--- config.mk ---
export PLATFORM = sky130hd
export DESIGN_NAME = coreTop
export DESIGN_NICKNAME = d
export VERILOG_FILES = /design/src/corePkg.sv /design/src/aluExecute.sv /design/src/coreTop.sv /design/src/instrDecoder.sv /design/src/regBank.sv /design/src/resultStage.sv
export VERILOG_INCLUDE_DIRS = /design/src /design/src/src
export SDC_FILE = /design/constraint.sdc
export NUM_CORES = 2
export LEC_CHECK = 0
export BUFFER_PORTS_ARGS = -buffer_cell sky130_fd_sc_hd__buf_4
export CAP_MARGIN = 20
export CORE_ASPECT_RATIO = 1.25
export CORE_UTILIZATION = 50
export DETAILED_ROUTE_END_ITERATION = 7
export PLACE_DENSITY = 0.74
export SLEW_MARGIN = 20
export SYNTH_ARGS = -nofsm -noshare
export SYNTH_HDL_FRONTEND = slang
export SYNTH_SLANG_ARGS = --single-unit
export TNS_END_PERCENT = 1
--- constraint.sdc ---
create_clock -name clk -period 25.9 [get_ports clk]
set_clock_uncertainty 0.05 [all_clocks]
set_input_delay 1.295 -clock clk [delete_from_list [all_inputs] [get_ports clk]]
set_output_delay 1.295 -clock clk [all_outputs]
set_load 0.1 [all_outputs]
--- src/core_macros.svh ---
`ifndef CORE_MACROS_SVH
`define CORE_MACROS_SVH

// ~~~~~~~~~~~~~~~~~~~~~~~~~~~~~~~~~~~~~~~~~~~~~~~~~
// Datapath and register file geometry
// ~~~~~~~~~~~~~~~~~~~~~~~~~~~~~~~~~~~~~~~~~~~~~~~~~

// Width of every register and of the ALU
`define CORE_DATA_W 32

// R0 to R15 plus the return register
`define CORE_REG_N 17

`define CORE_RET_REG 16 // Return register index

// Value of the return register after reset
`define CORE_RET_RESET 1023

// ~~~~~~~~~~~~~~~~~~~~~~~~~~~~~~~~~~~~~~~~~~~~~~~~~
// Input flow control
// ~~~~~~~~~~~~~~~~~~~~~~~~~~~~~~~~~~~~~~~~~~~~~~~~~

// Input buffer depth, and also the credits the sender holds after reset.
// Any depth of 2 or more works
`define CORE_CREDITS 4

`endif

--- src/corePkg.sv ---
package corePkg;

    // ~~~~~~~~~~~~~~~~~~~~~~~~~~~~~~~~~~~~~~~~~~~~~~~~~
    // Instruction encodings
    // ~~~~~~~~~~~~~~~~~~~~~~~~~~~~~~~~~~~~~~~~~~~~~~~~~

    typedef enum logic [5:0] {
        OP_REG  = 6'h00, // Register form, operation picked by the function field
        OP_ADDI = 6'h08,
        OP_LUI  = 6'h0f
    } opcodeT;

    typedef enum logic [10:0] {
        FN_ADD = 11'h020,
        FN_SUB = 11'h022,
        FN_AND = 11'h024,
        FN_OR  = 11'h025,
        FN_XOR = 11'h026,
        FN_SLT = 11'h02a
    } functT;

    // Register form: rd = rs op rt
    typedef struct packed {
        opcodeT      opcode;
        logic [4:0]  rd;
        logic [4:0]  rs;
        logic [4:0]  rt;
        functT       funct;
    } regFormT;

    // Immediate form: rd = rs op imm
    typedef struct packed {
        opcodeT      opcode;
        logic [4:0]  rd;
        logic [4:0]  rs;
        logic [15:0] imm;
    } immFormT;

    // The opcode sits in the same bits in both views
    typedef union packed {
        regFormT rForm;
        immFormT iForm;
    } instrT;

    // ~~~~~~~~~~~~~~~~~~~~~~~~~~~~~~~~~~~~~~~~~~~~~~~~~
    // Internal ALU operations
    // ~~~~~~~~~~~~~~~~~~~~~~~~~~~~~~~~~~~~~~~~~~~~~~~~~

    typedef enum logic [3:0] {
        ALU_ADD = 4'd0,
        ALU_SUB = 4'd1,
        ALU_AND = 4'd2,
        ALU_OR  = 4'd3,
        ALU_XOR = 4'd4,
        ALU_SLT = 4'd5,
        ALU_LUI = 4'd6, // Result is operand B as is
        ALU_NOP = 4'd15
    } aluOpT;

endpackage

--- src/aluExecute.sv ---
`include "core_macros.svh"

module aluExecute import corePkg::*; (
    input  logic                    clk,
    input  logic                    rst,
    input  logic                    exValid,
    input  logic [4:0]              exDest,
    input  aluOpT                   exOp,
    input  logic [`CORE_DATA_W-1:0] exOpA,
    input  logic [`CORE_DATA_W-1:0] exOpB,
    output logic                    fwdExValid,
    output logic [4:0]              fwdExDest,
    output logic [`CORE_DATA_W-1:0] fwdExData,
    output logic                    wbValid,
    output logic [4:0]              wbDest,
    output logic [`CORE_DATA_W-1:0] wbData
);

    // ~~~~~~~~~~~~~~~~~~~~~~~~~~~~~~~~~~~~~~~~~~~~~~~~~
    // Execute register
    // ~~~~~~~~~~~~~~~~~~~~~~~~~~~~~~~~~~~~~~~~~~~~~~~~~

    logic                    validQ;
    logic [4:0]              destQ;
    aluOpT                   opQ;
    logic [`CORE_DATA_W-1:0] opAQ;
    logic [`CORE_DATA_W-1:0] opBQ;
    logic [`CORE_DATA_W-1:0] aluResult;

    always_ff @(posedge clk or posedge rst) begin
        if (rst) begin
            validQ <= 1'b0;
        end else begin
            validQ <= exValid;
        end
    end

    always_ff @(posedge clk) begin
        destQ <= exDest;
        opQ   <= exOp;
        opAQ  <= exOpA;
        opBQ  <= exOpB;
    end

    // ~~~~~~~~~~~~~~~~~~~~~~~~~~~~~~~~~~~~~~~~~~~~~~~~~
    // ALU
    // ~~~~~~~~~~~~~~~~~~~~~~~~~~~~~~~~~~~~~~~~~~~~~~~~~

    always_comb begin
        case (opQ)
            ALU_ADD: aluResult = opAQ + opBQ; // Wraps modulo 2 to the 32
            ALU_SUB: aluResult = opAQ - opBQ;
            ALU_AND: aluResult = opAQ & opBQ;
            ALU_OR:  aluResult = opAQ | opBQ;
            ALU_XOR: aluResult = opAQ ^ opBQ;
            ALU_SLT: begin
                // Signed compare gives 1 or 0
                aluResult = ($signed(opAQ) < $signed(opBQ)) ? `CORE_DATA_W'(1) : '0;
            end
            ALU_LUI: aluResult = opBQ; // Immediate was already shifted in decode
            default: aluResult = '0;
        endcase
    end

    // Seen by decode in the same cycle for back-to-back dependencies
    assign fwdExValid = validQ;
    assign fwdExDest  = destQ;
    assign fwdExData  = aluResult;

    // Captured by the result stage at the next edge
    assign wbValid = validQ;
    assign wbDest  = destQ;
    assign wbData  = aluResult;

endmodule

--- src/coreTop.sv ---
`include "core_macros.svh"

module coreTop import corePkg::*; (
    input  logic                    clk,
    input  logic                    rst,
    input  logic                    instrValid,
    input  instrT                   instr,
    output logic                    instrCredit,
    output logic                    resValid,
    output logic [4:0]              resDest,
    output logic [`CORE_DATA_W-1:0] resData
);

    // Decode to execute
    logic                    exValid;
    logic [4:0]              exDest;
    aluOpT                   exOp;
    logic [`CORE_DATA_W-1:0] exOpA;
    logic [`CORE_DATA_W-1:0] exOpB;

    // Register bank read and write
    logic [4:0]                     rs;
    logic [4:0]                     rt;
    logic signed [`CORE_DATA_W-1:0] rdData1;
    logic signed [`CORE_DATA_W-1:0] rdData2;
    logic                           wrReg;
    logic [4:0]                     destReg;
    logic [`CORE_DATA_W-1:0]        wrData;

    // Execute outputs, to forwarding and to the result stage
    logic                    fwdExValid;
    logic [4:0]              fwdExDest;
    logic [`CORE_DATA_W-1:0] fwdExData;
    logic                    wbValid;
    logic [4:0]              wbDest;
    logic [`CORE_DATA_W-1:0] wbData;

    instrDecoder decoder_i (
        .clk         (clk),
        .rst         (rst),
        .instrValid  (instrValid),
        .instr       (instr),
        .instrCredit (instrCredit),
        .rs          (rs),
        .rt          (rt),
        .rdData1     (rdData1),
        .rdData2     (rdData2),
        .exValid     (exValid),
        .exDest      (exDest),
        .exOp        (exOp),
        .exOpA       (exOpA),
        .exOpB       (exOpB),
        .fwdExValid  (fwdExValid),
        .fwdExDest   (fwdExDest),
        .fwdExData   (fwdExData),
        .wbValid     (wrReg), // Result stage forwarding covers the bank write cycle
        .wbDest      (destReg),
        .wbData      (wrData)
    );

    aluExecute execute_i (
        .clk        (clk),
        .rst        (rst),
        .exValid    (exValid),
        .exDest     (exDest),
        .exOp       (exOp),
        .exOpA      (exOpA),
        .exOpB      (exOpB),
        .fwdExValid (fwdExValid),
        .fwdExDest  (fwdExDest),
        .fwdExData  (fwdExData),
        .wbValid    (wbValid),
        .wbDest     (wbDest),
        .wbData     (wbData)
    );

    resultStage result_i (
        .clk      (clk),
        .rst      (rst),
        .wbValid  (wbValid),
        .wbDest   (wbDest),
        .wbData   (wbData),
        .wrReg    (wrReg),
        .destReg  (destReg),
        .wrData   (wrData),
        .resValid (resValid),
        .resDest  (resDest),
        .resData  (resData)
    );

    regBank bank_i (
        .clk     (clk),
        .rst     (rst),
        .wrReg   (wrReg),
        .rs      (rs),
        .rt      (rt),
        .destReg (destReg),
        .wrData  (wrData),
        .rdData1 (rdData1),
        .rdData2 (rdData2)
    );

endmodule

--- src/instrDecoder.sv ---
`include "core_macros.svh"

module instrDecoder import corePkg::*; (
    input  logic                    clk,
    input  logic                    rst,
    input  logic                    instrValid,
    input  instrT                   instr,
    output logic                    instrCredit,
    output logic [4:0]              rs,
    output logic [4:0]              rt,
    input  logic [`CORE_DATA_W-1:0] rdData1,
    input  logic [`CORE_DATA_W-1:0] rdData2,
    output logic                    exValid,
    output logic [4:0]              exDest,
    output aluOpT                   exOp,
    output logic [`CORE_DATA_W-1:0] exOpA,
    output logic [`CORE_DATA_W-1:0] exOpB,
    input  logic                    fwdExValid,
    input  logic [4:0]              fwdExDest,
    input  logic [`CORE_DATA_W-1:0] fwdExData,
    input  logic                    wbValid,
    input  logic [4:0]              wbDest,
    input  logic [`CORE_DATA_W-1:0] wbData
);

    localparam int PtrW = $clog2(`CORE_CREDITS);
    localparam int CntW = $clog2(`CORE_CREDITS + 1);

    // ~~~~~~~~~~~~~~~~~~~~~~~~~~~~~~~~~~~~~~~~~~~~~~~~~
    // Input buffer
    // ~~~~~~~~~~~~~~~~~~~~~~~~~~~~~~~~~~~~~~~~~~~~~~~~~

    instrT           fifoMem [0:`CORE_CREDITS-1];
    logic [PtrW-1:0] wrPtr;
    logic [PtrW-1:0] rdPtr;
    logic [CntW-1:0] fill;
    logic            pop;
    instrT           head;

    assign pop  = (fill != '0); // Head is issued every cycle it exists
    assign head = fifoMem[rdPtr];

    always_ff @(posedge clk) begin
        if (instrValid) begin
            fifoMem[wrPtr] <= instr;
        end
    end

    always_ff @(posedge clk or posedge rst) begin
        if (rst) begin
            wrPtr       <= '0;
            rdPtr       <= '0;
            fill        <= '0;
            instrCredit <= 1'b0;
        end else begin
            if (instrValid) begin
                wrPtr <= (wrPtr == PtrW'(`CORE_CREDITS - 1)) ? '0 : wrPtr + 1'b1;
            end
            if (pop) begin
                rdPtr <= (rdPtr == PtrW'(`CORE_CREDITS - 1)) ? '0 : rdPtr + 1'b1;
            end
            case ({instrValid, pop})
                2'b10:   fill <= fill + 1'b1;
                2'b01:   fill <= fill - 1'b1;
                default: fill <= fill;
            endcase
            instrCredit <= pop; // One credit back per slot freed
        end
    end

    // ~~~~~~~~~~~~~~~~~~~~~~~~~~~~~~~~~~~~~~~~~~~~~~~~~
    // Decode and operand read
    // ~~~~~~~~~~~~~~~~~~~~~~~~~~~~~~~~~~~~~~~~~~~~~~~~~

    logic                    useImm;
    logic [`CORE_DATA_W-1:0] immVal;
    logic [`CORE_DATA_W-1:0] operandS;
    logic [`CORE_DATA_W-1:0] operandT;

    // Newest producer wins, then the bank
    function automatic logic [`CORE_DATA_W-1:0] pickOperand(
        input logic [4:0]              src,
        input logic [`CORE_DATA_W-1:0] bankData,
        input logic                    exV,
        input logic [4:0]              exD,
        input logic [`CORE_DATA_W-1:0] exData,
        input logic                    wbV,
        input logic [4:0]              wbD,
        input logic [`CORE_DATA_W-1:0] wbRes
    );
        logic live;
        live = (src != 5'd0) && (src < `CORE_REG_N);
        if (live && exV && (exD == src)) begin
            return exData;
        end else if (live && wbV && (wbD == src)) begin
            return wbRes;
        end
        return bankData;
    endfunction

    // The rt field overlaps the immediate, reading it there is harmless
    assign rs = head.rForm.rs;
    assign rt = head.rForm.rt;

    assign operandS = pickOperand(rs, rdData1, fwdExValid, fwdExDest, fwdExData,
                                  wbValid, wbDest, wbData);
    assign operandT = pickOperand(rt, rdData2, fwdExValid, fwdExDest, fwdExData,
                                  wbValid, wbDest, wbData);

    always_comb begin
        exOp   = ALU_NOP;
        exDest = 5'd0;
        useImm = 1'b0;
        immVal = '0;
        case (head.rForm.opcode)
            OP_REG: begin
                exDest = head.rForm.rd;
                case (head.rForm.funct)
                    FN_ADD:  exOp = ALU_ADD;
                    FN_SUB:  exOp = ALU_SUB;
                    FN_AND:  exOp = ALU_AND;
                    FN_OR:   exOp = ALU_OR;
                    FN_XOR:  exOp = ALU_XOR;
                    FN_SLT:  exOp = ALU_SLT;
                    default: exDest = 5'd0; // Unknown function retires as a NOP
                endcase
            end
            OP_ADDI: begin
                exOp   = ALU_ADD;
                exDest = head.iForm.rd;
                useImm = 1'b1;
                immVal = {{(`CORE_DATA_W - 16){head.iForm.imm[15]}}, head.iForm.imm};
            end
            OP_LUI: begin
                exOp   = ALU_LUI;
                exDest = head.iForm.rd;
                useImm = 1'b1;
                immVal = {head.iForm.imm, {(`CORE_DATA_W - 16){1'b0}}};
            end
            default: ;
        endcase
    end

    assign exValid = pop;
    assign exOpA   = operandS;
    assign exOpB   = useImm ? immVal : operandT;

endmodule

--- src/regBank.sv ---
`include "core_macros.svh"

module regBank (
    input  logic                           clk,
    input  logic                           rst,
    input  logic                           wrReg,
    input  logic [4:0]                     rs,
    input  logic [4:0]                     rt,
    input  logic [4:0]                     destReg,
    input  logic [`CORE_DATA_W-1:0]        wrData,
    output logic signed [`CORE_DATA_W-1:0] rdData1,
    output logic signed [`CORE_DATA_W-1:0] rdData2
);

    // R0 has no storage since it always reads zero
    logic signed [`CORE_DATA_W-1:0] regs [1:`CORE_REG_N-1];

    logic rsValid;
    logic rtValid;
    logic wrValid;

    assign rsValid = (rs != 5'd0) && (rs < `CORE_REG_N);
    assign rtValid = (rt != 5'd0) && (rt < `CORE_REG_N);
    assign wrValid = wrReg && (destReg != 5'd0) && (destReg < `CORE_REG_N);

    // Unimplemented indices read as zero
    assign rdData1 = rsValid ? regs[rs] : '0;
    assign rdData2 = rtValid ? regs[rt] : '0;

    always_ff @(posedge clk or posedge rst) begin
        if (rst) begin
            for (int i = 1; i < `CORE_REG_N; i++) begin
                if (i == `CORE_RET_REG) begin
                    regs[i] <= `CORE_DATA_W'(`CORE_RET_RESET);
                end else begin
                    regs[i] <= '0;
                end
            end
        end else if (wrValid) begin
            regs[destReg] <= wrData; // Same-cycle readers get this value by forwarding
        end
    end

endmodule

--- src/resultStage.sv ---
`include "core_macros.svh"

module resultStage (
    input  logic                    clk,
    input  logic                    rst,
    input  logic                    wbValid,
    input  logic [4:0]              wbDest,
    input  logic [`CORE_DATA_W-1:0] wbData,
    output logic                    wrReg,
    output logic [4:0]              destReg,
    output logic [`CORE_DATA_W-1:0] wrData,
    output logic                    resValid,
    output logic [4:0]              resDest,
    output logic [`CORE_DATA_W-1:0] resData
);

    logic                    validQ;
    logic [4:0]              destQ;
    logic [`CORE_DATA_W-1:0] dataQ;

    always_ff @(posedge clk or posedge rst) begin
        if (rst) begin
            validQ <= 1'b0;
        end else begin
            validQ <= wbValid;
        end
    end

    // R0 results are reported as zero like a read of R0 would give
    always_ff @(posedge clk) begin
        destQ <= wbDest;
        dataQ <= (wbDest == 5'd0) ? '0 : wbData;
    end

    // ~~~~~~~~~~~~~~~~~~~~~~~~~~~~~~~~~~~~~~~~~~~~~~~~~
    // Bank write and result port share one register
    // ~~~~~~~~~~~~~~~~~~~~~~~~~~~~~~~~~~~~~~~~~~~~~~~~~

    assign wrReg   = validQ && (destQ != 5'd0); // R0 is never written
    assign destReg = destQ;
    assign wrData  = dataQ;

    assign resValid = validQ; // Every retired instruction is reported
    assign resDest  = destQ;
    assign resData  = dataQ;

endmodule

==> results.py <==
metrics = {
    "floorplanning": {
        "coreArea_um2": 82970,
        "rows": 118,
        "ios": 74,
        "die_y_um": 326.0,
        "die_w_um": 261.2,
        "initial_core_util": 0.5061,
        "dieArea_um2": 85160,
    },
    "placement": {
        "gp_congestion": 0.9545,
        "place_inst": 4694,
        "dp_hpwl_um": 87120,
        "pre_cts_ws_ns": 20.59,
        "io_buffers": 73,
    },
    "route": {
        "drt_iter0_drc": 5009,
        "top_layer_used": "met4",
        "avgRoutedWirePerCell_um": 28.47,
        "ant_nets": 0,
        "drc": 1,
        "wirelength_um": 137500,
        "wl_met1_um": 49510,
        "wl_met3_um": 17500,
        "wl_met2_um": 60420,
        "num_vias": 33280,
        "via_per_inst": 6.894,
        "firstDrtPassIters": 8,
    },
    "synth": {
        "synth_nets": 3910,
        "synth_area_um2": 41990,
        "yosysUniqueCellTypes": 88,
        "synthArstFlopShare": 0.6864,
        "synth_edf_count": 128,
        "synth.area.top_cells": "dfrtp_1, mux2_2, edfxtp_1, mux4_2, dfxtp_1",
        "synth_flop_cell": "dfrtp_1",
        "netlist.area_leader.share": 0.3045,
        "ys_seq_elements": 759,
        "yosysWarningCount": 0,
        "yosys.area.top_type": "dfrtp_1",
        "yosysSeqAreaShare": 0.4547,
        "netlist_instances": 3759,
        "avgSynthCellArea_um2": 11.17,
    },
    "final_layout": {
        "final_common_cell": "mux2_2",
        "layout-drive-gt1-share": 0.2721,
        "area_growth_pct": 9.147,
        "final_cell_mix": "mux2_2, dfrtp_1, nand2_1, a21oi_1, o21ai_0",
        "antenna_cells": 0,
        "fin_nets": 3841,
        "finalNonFillerCells": 4828,
    },
    "clocking": {
        "cts_buffers": 70,
        "path_clk_slew_ns": 0.06,
        "cts_resized": 0,
        "clk_latency_ns": 0.65,
        "cts_tree": "built",
        "htree_levels": 3,
        "post_cts_buffers": 0,
        "cts_num_sinks": 759,
        "cts-root-buf": "clkbuf_16",
        "cts_buffer_depth": 3,
        "cts_hold_buf": 0,
    },
    "setup_path": {
        "crit_family": "simple AND/OR/NAND/NOR gates",
        "critPathRequiredTime_ns": 26.38,
        "critPathBufInv": 2,
        "path_class": "flop to flop",
        "cp-end-kind": "flop",
        "startpoint_type": "flop",
        "worstPathCellList": "buf_4, mux2i_1, mux2_2, nand2_2, nor3_4, and2_4, a21oi_2, a2111oi_4, or3_1, buf_4, a21oi_1, a311o_1",
        "arrival_ns": 5.99,
        "max_stage_delay_ns": 0.84,
        "slowest_stage": "or3_1",
        "cp_common_cell": "buf_4",
        "cp_max_fo": 23,
    },
    "timing": {
        "grt_setup_unrepaired": "no",
        "maxSlewViolCount": 0,
        "worst_pin_slew_ns": 1.237,
        "tns_ns": 0,
        "setup_viol": 0,
        "slew_headroom": 0.1720,
        "fmax_ghz": 0.1814,
        "final_hold_viol_count": 0,
        "period_share": 0.2129,
        "layout_setup_ws_ns": 20.39,
        "finalCriticalPeriod_ns": 5.514,
    },
    "status": {
        "outcome": "complete, but fails checks",
        "violations": "DRC",
    },
    "global_routing": {
        "antenna_found_initial": 0,
        "grt_use_total": 0.3240,
        "grt_pass1_wl_um": 206900,
        "grt_pass1_vias": 32860,
        "grt_max_degree": 173,
        "grt.overflow.total": 0,
    },
    "pwr": {
        "power_density_nw_per_um2": 103.5,
        "total_power_mw": 4.745,
        "power.leakage_nw": 19.21,
        "peakVddDrop_mv": 0.08981,
    },
    "hold_path": {
        "hp-class": "flop to flop",
    },
    "run": {
        "drv_cap": 0,
    },
}
-- synth_stat cells (37+ instances only) --
| cell | count |
|---|---|
| a21oi_1 | 246 |
| a221oi_1 | 44 |
| buf_2 | 58 |
| clkbuf_1 | 187 |
| dfrtp_1 | 511 |
| dfxtp_1 | 110 |
| edfxtp_1 | 128 |
| ha_1 | 113 |
| inv_1 | 100 |
| mux2_2 | 520 |
| mux2i_1 | 79 |
| mux4_2 | 153 |
| nand2_1 | 452 |
| nand3_1 | 90 |
| nor2_1 | 152 |
| nor3_1 | 42 |
| o21ai_0 | 161 |
| xnor2_1 | 37 |
-- metrics by stage --
stage          cell area [µm²]    util  hold WS (ns)
2_1_floorplan            41990       -        0.3331
3_3_place_gp             43410  0.5232        0.4000
3_5_place_dp             43410  0.5232        0.3991
4_1_cts                  45800  0.5520        0.4081
5_1_grt                  45830  0.5524        0.4132
6_report                 45830  0.5524        0.4147
-- power breakdown --
part,internal (mW),leakage [nW],switching [mW]
combinational,0.680,8.76,1.58
clock,0.609,1.16,0.477
sequential,1.30,9.29,0.0983
total,2.59,19.2,2.16
-- worst paths after layout --
check,start,end,slack (ns),depth (start not counted)
min,execute_i.fwdExDest[1],result_i.destReg[1],0.41,0
min reg2reg,execute_i.fwdExDest[1],result_i.destReg[1],0.41,0
max reg2reg,decoder_i.rdPtr[1],execute_i.opAQ[22],20.39,12
min in group asynchronous,rst,bank_i.regs[51],0.80,2
max,decoder_i.rdPtr[1],execute_i.opAQ[22],20.39,12
max in group asynchronous,rst,decoder_i.rdPtr[1],23.32,3
-- routing by layer --
metal	vias up	track usage
li1	13750	-
met1	16470	0.4147
met2	2415	0.4833
met3	649	0.09181
met4	0	0.2021
met5	-	0
-- area by class of cell --
cell class,count,area [µm²]
Clock inverter,28,332.8
Inverter,100,382.9
Sequential cell,759,19100
Fill cell,6884,37140
Clock buffer,102,2056
Timing Repair Buffer,163,1240
Tap cell,1080,1351
Multi-Input combinational cell,2596,21370
-- logic make-up (layout without fill, tap and decap cells) --
kind of cell / after synthesis / count (layout) / synth area share
AO/OA/AOI/OAI: 796 / 796 / 0.1253
XOR/XNOR: 46 / 46 / 0.009594
buffers and inverters: 404 / 393 / 0.04097
multiplexers: 753 / 753 / 0.2409
AND/OR/NAND/NOR: 885 / 885 / 0.09341
adder cells (fa/ha/maj): 116 / 116 / 0.03510
flip-flops: 759 / 759 / 0.4547
-- flip-flops by register name, summed over array words and instances (netlist names), 2 cells and up --
signal	flops
result_i.destReg	5
decoder_i.rdPtr	2
execute_i.opAQ	32
decoder_i.wrPtr	2
execute_i.opBQ	32
bank_i.regs	512
decoder_i.fill	3
result_i.resData	32
execute_i.opQ	4
decoder_i.fifoMem	128
execute_i.fwdExDest	5
Note: power is estimated with default switching activity, not from simulation.
